<file path="config.mk">
export PLATFORM = sky130hd
export DESIGN_NAME = nstep_ctl_top
export DESIGN_NICKNAME = d
export VERILOG_FILES = /design/src/source/nstep_pkg.sv /design/src/source/level_sync.sv /design/src/source/nstep_cnt.sv /design/src/source/nstep_ctl_top.sv /design/src/source/nstep_trigger.sv
export VERILOG_INCLUDE_DIRS = /design/src /design/src/source
export SDC_FILE = /design/constraint.sdc
export NUM_CORES = 1
export LEC_CHECK = 0
export BUFFER_PORTS_ARGS = -buffer_cell sky130_fd_sc_hd__buf_2
export CORE_MARGIN = 8
export CORE_UTILIZATION = 56
export DETAILED_ROUTE_END_ITERATION = 10
export PLACE_DENSITY = 0.78
export REMOVE_ABC_BUFFERS = 1
export SYNTH_ARGS = -nofsm -noshare
export SYNTH_HDL_FRONTEND = slang
export SYNTH_SLANG_ARGS = --single-unit
export TNS_END_PERCENT = 5
</file>
<file path="constraint.sdc">
create_clock -name clk -period 2.6 [get_ports clk]
set_clock_uncertainty 0.15 [all_clocks]
set_input_delay 0.39 -clock clk [delete_from_list [all_inputs] [get_ports clk]]
set_output_delay 0.39 -clock clk [all_outputs]
set_load 0.1 [all_outputs]
</file>
<file path="src/source/nstep_defs.svh">
/*
 * Build parameters for the n-step clock-enable controller.
 * Include this before the package and in every RTL file.
 */
`ifndef NSTEP_DEFS_SVH
`define NSTEP_DEFS_SVH

// width of one step count, all ones means run continually
`define NSTEP_CNT_W 4

// width of the divider lcm value and of its down-counter
`define NSTEP_LCM_W 14

// number of clock domains served by the controller
`define NSTEP_DOMAINS 2

// lcm counter value that raises the coincident edge one cycle later
`define NSTEP_COIN_TAP 3

`endif

</file>
<file path="src/source/nstep_pkg.sv">
/*
 * Shared types of the n-step controller.
 * The debug load word, the trigger one-shots and the enable vector.
 */
`include "nstep_defs.svh"

package nstep_pkg;

   // ------------------------------------------------------------------
   // debug port load word
   // ------------------------------------------------------------------

   // step count plus the mask of domains that take it
   typedef struct packed {
      logic [`NSTEP_CNT_W-1:0]   count;
      logic [`NSTEP_DOMAINS-1:0] domain;
   } nstep_cmd_t;

   // ------------------------------------------------------------------
   // one-shots from the trigger block to every counter
   // ------------------------------------------------------------------

   typedef struct packed {
      logic load;       // a command was just accepted
      logic start;      // burst begins on this cycle
      logic start_dly;  // start, one cycle later
   } nstep_pulse_t;

   // one enable bit per clock domain
   typedef logic [`NSTEP_DOMAINS-1:0] nstep_sel_t;

endpackage

</file>
<file path="src/source/level_sync.sv">
/*
 * Two-flop synchronizer for asynchronous level inputs.
 * Each bit is resynchronized on its own; do not use for buses.
 */
`timescale 1ns/1ns
`include "nstep_defs.svh"

module level_sync #(
   parameter int W = 1
) (
   input  logic         clk,
   input  logic         rst,
   input  logic [W-1:0] d,
   output logic [W-1:0] q
);

   // first stage may go metastable, only q is used downstream
   logic [W-1:0] meta;

   always_ff @(posedge clk)
   begin
      if (rst)
      begin
         meta <= '0;
         q    <= '0;
      end
      else
      begin
         meta <= d;
         q    <= meta;
      end
   end

endmodule

</file>
<file path="src/source/nstep_cnt.sv">
/*
 * Step counter of one clock domain. Takes its count on a load pulse,
 * then raises the enable for exactly that many cycles after start.
 */
`timescale 1ns/1ns
`include "nstep_defs.svh"

module nstep_cnt (
   input  logic                     clk,
   input  logic                     rst,
   input  nstep_pkg::nstep_pulse_t  pulse,
   input  logic [`NSTEP_CNT_W-1:0]  count,
   input  logic                     domain_hit,
   input  logic                     test_mode,
   input  logic                     force_cken,
   output logic                     sel
);

   // count as loaded from the debug port
   logic [`NSTEP_CNT_W-1:0] init_cnt;

   // working count of the current burst
   logic [`NSTEP_CNT_W-1:0] work_cnt;
   logic [`NSTEP_CNT_W-1:0] work_cnt_nxt;

   // registered enable, before test gating
   logic en;
   logic en_nxt;

   // decoded count values
   logic init_one;
   logic init_all;
   logic work_gt1;

   // ------------------------------------------------------------------
   // initial count
   // ------------------------------------------------------------------

   // count and domain_hit come straight off the debug port, the
   // synchronizer delay on the load pulse gives them time to settle
   always_ff @(posedge clk)
   begin
      if (rst)
         init_cnt <= '0;
      else if (pulse.load && domain_hit)
         init_cnt <= count;
   end

   assign init_one = (init_cnt == `NSTEP_CNT_W'(1));
   assign init_all = &init_cnt;
   assign work_gt1 = (work_cnt > `NSTEP_CNT_W'(1));

   // ------------------------------------------------------------------
   // working count and enable
   // ------------------------------------------------------------------

   // count down only while the domain clock really runs
   always_comb
   begin
      if (pulse.start)
         work_cnt_nxt = init_cnt;
      else if (sel && (init_cnt != '0))
         work_cnt_nxt = work_cnt - `NSTEP_CNT_W'(1);
      else
         work_cnt_nxt = work_cnt;
   end

   // a single step has no count above one, so it needs the delayed start
   // all ones keeps the domain running with no count at all
   assign en_nxt = (init_one & pulse.start_dly)
                 | work_gt1
                 | init_all;

   always_ff @(posedge clk)
   begin
      if (rst)
      begin
         work_cnt <= '0;
         en       <= 1'b0;
      end
      else
      begin
         work_cnt <= work_cnt_nxt;
         en       <= en_nxt;
      end
   end

   // test mode and forced enable own the clock switch
   assign sel = en & ~test_mode & ~force_cken;

   // ------------------------------------------------------------------
   // checks
   // ------------------------------------------------------------------

   // debug port word must not move while it is being captured
   a_cmd_hold: assert property (
      @(posedge clk) disable iff (rst)
      pulse.load |-> ($stable(count) && $stable(domain_hit))
                     ##1 ($stable(count) && $stable(domain_hit))
   ) else $error("count or domain changed within the load window");

   a_cnt_enables: assert property (
      @(posedge clk) disable iff (rst)
      work_gt1 |=> en
   ) else $error("working count above one without an enable");

endmodule

</file>
<file path="src/source/nstep_ctl_top.sv">
/*
 * Top of the n-step clock-enable controller. One trigger block feeds
 * a step counter for each clock domain; nstep_sel goes to the switch.
 */
`timescale 1ns/1ns
`include "nstep_defs.svh"

module nstep_ctl_top (
   input  logic                     clk,
   input  logic                     rst,
   input  nstep_pkg::nstep_cmd_t    cmd,
   input  logic                     cmd_vld,
   input  logic                     capture,
   input  logic                     start_clk,
   input  logic                     test_mode,
   input  logic                     force_cken,
   input  logic [`NSTEP_LCM_W-1:0]  div_mult,
   output nstep_pkg::nstep_sel_t    nstep_sel
);

   // shared one-shots, every domain sees the same start
   nstep_pkg::nstep_pulse_t pulse;

   // ------------------------------------------------------------------
   // trigger and lcm phase
   // ------------------------------------------------------------------

   nstep_trigger u_trigger (
      .clk       (clk),
      .rst       (rst),
      .cmd_vld   (cmd_vld),
      .capture   (capture),
      .start_clk (start_clk),
      .div_mult  (div_mult),
      .pulse     (pulse)
   );

   // ------------------------------------------------------------------
   // one step counter per domain
   // ------------------------------------------------------------------

   // count is common, the mask bit picks which domains take it
   for (genvar i = 0; i < `NSTEP_DOMAINS; i++)
   begin : g_dom
      nstep_cnt u_cnt (
         .clk        (clk),
         .rst        (rst),
         .pulse      (pulse),
         .count      (cmd.count),
         .domain_hit (cmd.domain[i]),
         .test_mode  (test_mode),
         .force_cken (force_cken),
         .sel        (nstep_sel[i])
      );
   end

endmodule

</file>
<file path="src/source/nstep_trigger.sv">
/*
 * Trigger block of the n-step controller. Brings in the debug load and
 * capture levels, runs the lcm coincident-edge counter, and sends the
 * load, start and delayed start one-shots to all domain counters.
 */
`timescale 1ns/1ns
`include "nstep_defs.svh"

module nstep_trigger (
   input  logic                     clk,
   input  logic                     rst,
   input  logic                     cmd_vld,
   input  logic                     capture,
   input  logic                     start_clk,
   input  logic [`NSTEP_LCM_W-1:0]  div_mult,
   output nstep_pkg::nstep_pulse_t  pulse
);

   // synchronized debug levels
   logic vld_sync;
   logic capture_sync;

   // edge history for the load one-shot
   logic vld_sync_dly;

   // lcm divider counter and coincident edge
   logic [`NSTEP_LCM_W-1:0] lcm_cnt;
   logic [`NSTEP_LCM_W-1:0] lcm_cnt_nxt;
   logic                    coin_edge;

   // start register and its delay line
   logic start_q;
   logic start_dly;
   logic start_dly1;

   // ------------------------------------------------------------------
   // synchronizers, debug clock levels into clk
   // ------------------------------------------------------------------

   level_sync #(
      .W (1)
   ) u_vld_sync (
      .clk (clk),
      .rst (rst),
      .d   (cmd_vld),
      .q   (vld_sync)
   );

   level_sync #(
      .W (1)
   ) u_capture_sync (
      .clk (clk),
      .rst (rst),
      .d   (capture),
      .q   (capture_sync)
   );

   // ------------------------------------------------------------------
   // lcm counter, marks the repeatable coincident edge
   // ------------------------------------------------------------------

   // reload whenever the clocks are held off, or at the end of a period
   // period is div_mult cycles as long as div_mult is 2 or more
   always_comb
   begin
      if (!start_clk)
         lcm_cnt_nxt = div_mult;
      else if (lcm_cnt > `NSTEP_LCM_W'(1))
         lcm_cnt_nxt = lcm_cnt - `NSTEP_LCM_W'(1);
      else
         lcm_cnt_nxt = div_mult;
   end

   always_ff @(posedge clk)
   begin
      if (rst)
      begin
         lcm_cnt   <= '0;
         coin_edge <= 1'b0;
      end
      else
      begin
         lcm_cnt   <= lcm_cnt_nxt;
         // one cycle after the tap value
         coin_edge <= (lcm_cnt == `NSTEP_LCM_W'(`NSTEP_COIN_TAP));
      end
   end

   // ------------------------------------------------------------------
   // load and start one-shots
   // ------------------------------------------------------------------

   always_ff @(posedge clk)
   begin
      if (rst)
      begin
         vld_sync_dly <= 1'b0;
         start_q      <= 1'b0;
         start_dly    <= 1'b0;
         start_dly1   <= 1'b0;
      end
      else
      begin
         vld_sync_dly <= vld_sync;
         // capture only counts on a coincident edge
         if (coin_edge)
            start_q <= capture_sync;
         start_dly    <= start_q;
         start_dly1   <= start_dly;
      end
   end

   // rising edges of the registered levels
   always_comb
   begin
      pulse.load      = vld_sync & ~vld_sync_dly;
      pulse.start     = start_q & ~start_dly;
      pulse.start_dly = start_dly & ~start_dly1;
   end

   // ------------------------------------------------------------------
   // checks
   // ------------------------------------------------------------------

   // burst always lines up with the lcm phase
   a_start_on_coin: assert property (
      @(posedge clk) disable iff (rst)
      $rose(pulse.start) |-> $past(coin_edge)
   ) else $error("start rose away from a coincident edge");

   a_load_one_shot: assert property (
      @(posedge clk) disable iff (rst)
      pulse.load |=> !pulse.load
   ) else $error("load pulse wider than one cycle");

   a_start_one_shot: assert property (
      @(posedge clk) disable iff (rst)
      pulse.start |=> !pulse.start
   ) else $error("start pulse wider than one cycle");

endmodule

</file>
==> results.toml <==
[setup_path]
critical_path_depth = 4
worstPathCellList = "or4_1 -> or4_4 -> and2_4 -> a311oi_1"
r2r_start = "u_trigger.lcm_cnt[8]$_SDFF_PP0_"
max_stage_delay_ns = 0.65
r2r-end = "u_trigger.lcm_cnt[3]$_SDFF_PP0_"
worst-path-buf-inv = 0
ff2ff_path_depth = 4
r2r_slack_ns = 0.25
required_ns = 2.70
arrival_ns = 2.45
path_max_fanout = 17
cp_top_family = "simple AND/OR/NAND/NOR gates"
crit_slowest_cell = "or4_4"
start_kind = "flop"
end_kind = "flop"
worstSetupPathType = "flop to flop"

[power_and_ir_drop]
seqPwrFrac = 0.589
p_int_uw = 844
vdd_drop_max_mv = 0.341
clkPwrFrac = 0.255
p_switching_uw = 314
p_leak_nw = 0.847
power_frac_comb = 0.156
power.total_mw = 1.16
p_sw_frac = 0.271
powerDensity_nw_per_um2 = 523

[layout]
final_cells = 295
antennaDiodeCount = 0
design_area_um2 = 2210
drive_above_1_share = 0.223
n_fill_cell = 326
final_nets = 280
area_growth_pct = 9.41

[grt]
antenna_found_initial = 0
grt_pass1_vias = 1618
grt_pass1_wl_um = 6870
track_usage = 0.137
grt_max_degree = 29
overflow = 0

[clock_tree]
clockBufferDepth = 2
cts_resized = 0
cts_setup_buffers = 0
root_buffer = "clkbuf_4"
clock_latency_ns = 0.34
path_clk_slew_ns = 0.11
cts_hold_buf = 0
cts_buffers = 5
cts_tree = "done"
htreeDepth = 2
cts.sinks = 41

[floorplanning]
fp.dieH_um = 76.1
dieWidth_um = 76.1
core_um2 = 3580
start_util = 0.565
dieArea_um2 = 5790
rows = 22
io_pins = 29

[place]
preCtsSetupSlack_ns = 0.283
gp_congestion = 0.844
io_buffers = 28
hpwl_um = 2860
placed_area_um2 = 2160
dp.cells = 287

[worst_hold_path]
hp-class = "primary input to flop"
whs_path_depth = 2
hp-start = "capture"
holdPathEnd = "u_trigger.u_capture_sync.meta$_SDFF_PP0_"

[timing]
finalSetupViolCount = 0
fin_ws_ns = 0.252
worst_slew_pin_slew_ns = 0.581
post-route-period-util = 0.903
slew_viol_final = 0
rsz0062_at_grt = "no"
hold_slack_ns = 0.104
min_period_ns = 2.35
max_freq_mhz = 426
slew_headroom = 0.612
hold_violations = 0

[synth]
synth_edf_count = 0
seq_area_frac_synth = 0.406
yosys_warnings = 0
synth_fa_ha_area_frac = 0.0433
synthTopCellsByCount = "41 x dfxtp_1, 26 x a21oi_1, 13 x clkbuf_1, 13 x nand3_1"
async_reset_ff_frac = 0
yosys.area.top_type = "dfxtp_1"
yosys-mux-area-fraction = 0.00495
synth.distinct_cells = 36
synth_xor_area_frac = 0.0736
yosys.area.top_type_share = 0.406
yosysMostFrequentCell = "dfxtp_1"
netlist_area_um2 = 2020
syn_inst = 225
synth_ff_type = "dfxtp_1"
synth_compound_area_frac = 0.188
synth_area_per_cell_um2 = 8.99
synth_top_family_by_area = "simple AND/OR/NAND/NOR gates"
synth_simple_gate_area_frac = 0.228
synthTopCellsByArea = "dfxtp_1 41%, a21oi_1 6.4%, a211oi_2 6.2%"
synth_seq_cells = 41

[routing]
wl_um = 3890
antenna_left = 0
dr.first_iter.drc_count = 71
avgViaCountPerCell = 5.51
vias = 1625
drc_errors = 0
drtPass1Iterations = 4
wl_per_cell_um = 13.2

[run]
maxCapViolCount = 0

[outcome]
status = "finished clean"
per-stage QoR:
| step | TNS (ns) | utilization |
|---|---|---|
| global placement | 0 | 0.604 |
| detailed placement | 0 | 0.604 |
| global route | 0 | 0.618 |
| CTS | 0 | 0.618 |
| floorplan | -10.46 | - |
| finish | 0 | 0.618 |
flip-flops by register name (all words and copies together), names as in the netlist:
register	cells
u_trigger.u_vld_sync.q	1
u_trigger.coin_edge	1
u_trigger.start_q	1
g_dom.u_cnt.work_cnt	8
u_trigger.lcm_cnt	14
u_trigger.u_capture_sync.meta	1
g_dom.u_cnt.en	2
u_trigger.start_dly	1
u_trigger.u_capture_sync.q	1
u_trigger.vld_sync_dly	1
g_dom.u_cnt.init_cnt	8
u_trigger.start_dly1	1
u_trigger.u_vld_sync.meta	1
power by group through the flow:
| stage | Clock, mW | Sequential (mW) | Combinational (mW) |
|---|---|---|---|
| final | 0.295 | 0.682 | 0.180 |
| after global routing | 0.337 | 0.688 | 0.199 |
| after CTS | 0.309 | 0.682 | 0.181 |
| after detailed placement | 0 | 0.696 | 0.180 |
| after global placement | 0 | 0.695 | 0.177 |
| after floorplan | 0 | 0.690 | 0.122 |
kinds of logic (layout without fill, tap and decap cells):
kind of cell               Yosys count  after routing
DFF                                 41             41
buffers and inverters               24             46
AOI/OAI and AO/OA                   52             52
and+or+nand+nor                     83             83
muxes                                1              1
xor gates and xnor gates            17             17
adders and majority gates            7              7
worst register-to-register path: stages (launching register included):
cell and delay, ns:
dfxtp_1 0.33, or4_1 0.64, or4_4 0.65, and2_4 0.28, a311oi_1 0.22
placed cells by master, fill, tap and decap left out, types with 4 or more instances in the layout:
cell type   n
dfxtp_1    41
buf_2      28
a21oi_1    26
nand3_1    13
nand2_1    12
xnor2_1    12
nor2_1     11
a211oi_2   10
nor2b_1     9
nor3_1      8
a211oi_1    7
ha_1        7
inv_1       6
nor4_1      6
or4_1       5
xor2_1      5
clkbuf_4    5
and3_1      4
buf_4       4
final cells by class:
| class | count | area, um^2 | share of cell area |
|---|---|---|---|
| multi-input cells | 160 | 1090 | 0.492 |
| clock buffers | 6 | 41.3 | 0.0187 |
| repair buffers | 32 | 170 | 0.0769 |
| inverters | 6 | 22.5 | 0.0102 |
| well taps | 48 | 60.1 | 0.0271 |
| flip-flops and latches | 41 | 821 | 0.371 |
| clock inverters | 2 | 10.0 | 0.00452 |
worst max path at each step:
stage	startpoint	to	slack, ns
6_report	u_trigger.lcm_cnt[8]$_SDFF_PP0_	u_trigger.lcm_cnt[3]$_SDFF_PP0_	0.25
5_1_grt	u_trigger.lcm_cnt[7]$_SDFF_PP0_	u_trigger.lcm_cnt[3]$_SDFF_PP0_	0.14
4_1_cts	u_trigger.lcm_cnt[8]$_SDFF_PP0_	u_trigger.lcm_cnt[3]$_SDFF_PP0_	0.25
3_5_place_dp	u_trigger.lcm_cnt[8]$_SDFF_PP0_	u_trigger.lcm_cnt[3]$_SDFF_PP0_	0.28
3_3_place_gp	u_trigger.lcm_cnt[8]$_SDFF_PP0_	u_trigger.lcm_cnt[3]$_SDFF_PP0_	0.32
2_1_floorplan	force_cken	g_dom[0].u_cnt.work_cnt[3]$_SDFFE_PP0P_	-1.19
per-layer routing:
layer | track usage | vias up | routed length (um) | share of wire
li1 | - | 844 | - | -
met1 | 0.162 | 741 | 1850 | 0.47
met2 | 0.228 | 31 | 1840 | 0.47
met3 | 0.0354 | 9 | 147 | 0.038
met4 | 0.0558 | 0 | 57 | 0.015
met5 | 0 | - | 0 | 0
Power figures use the tool's default switching activity.
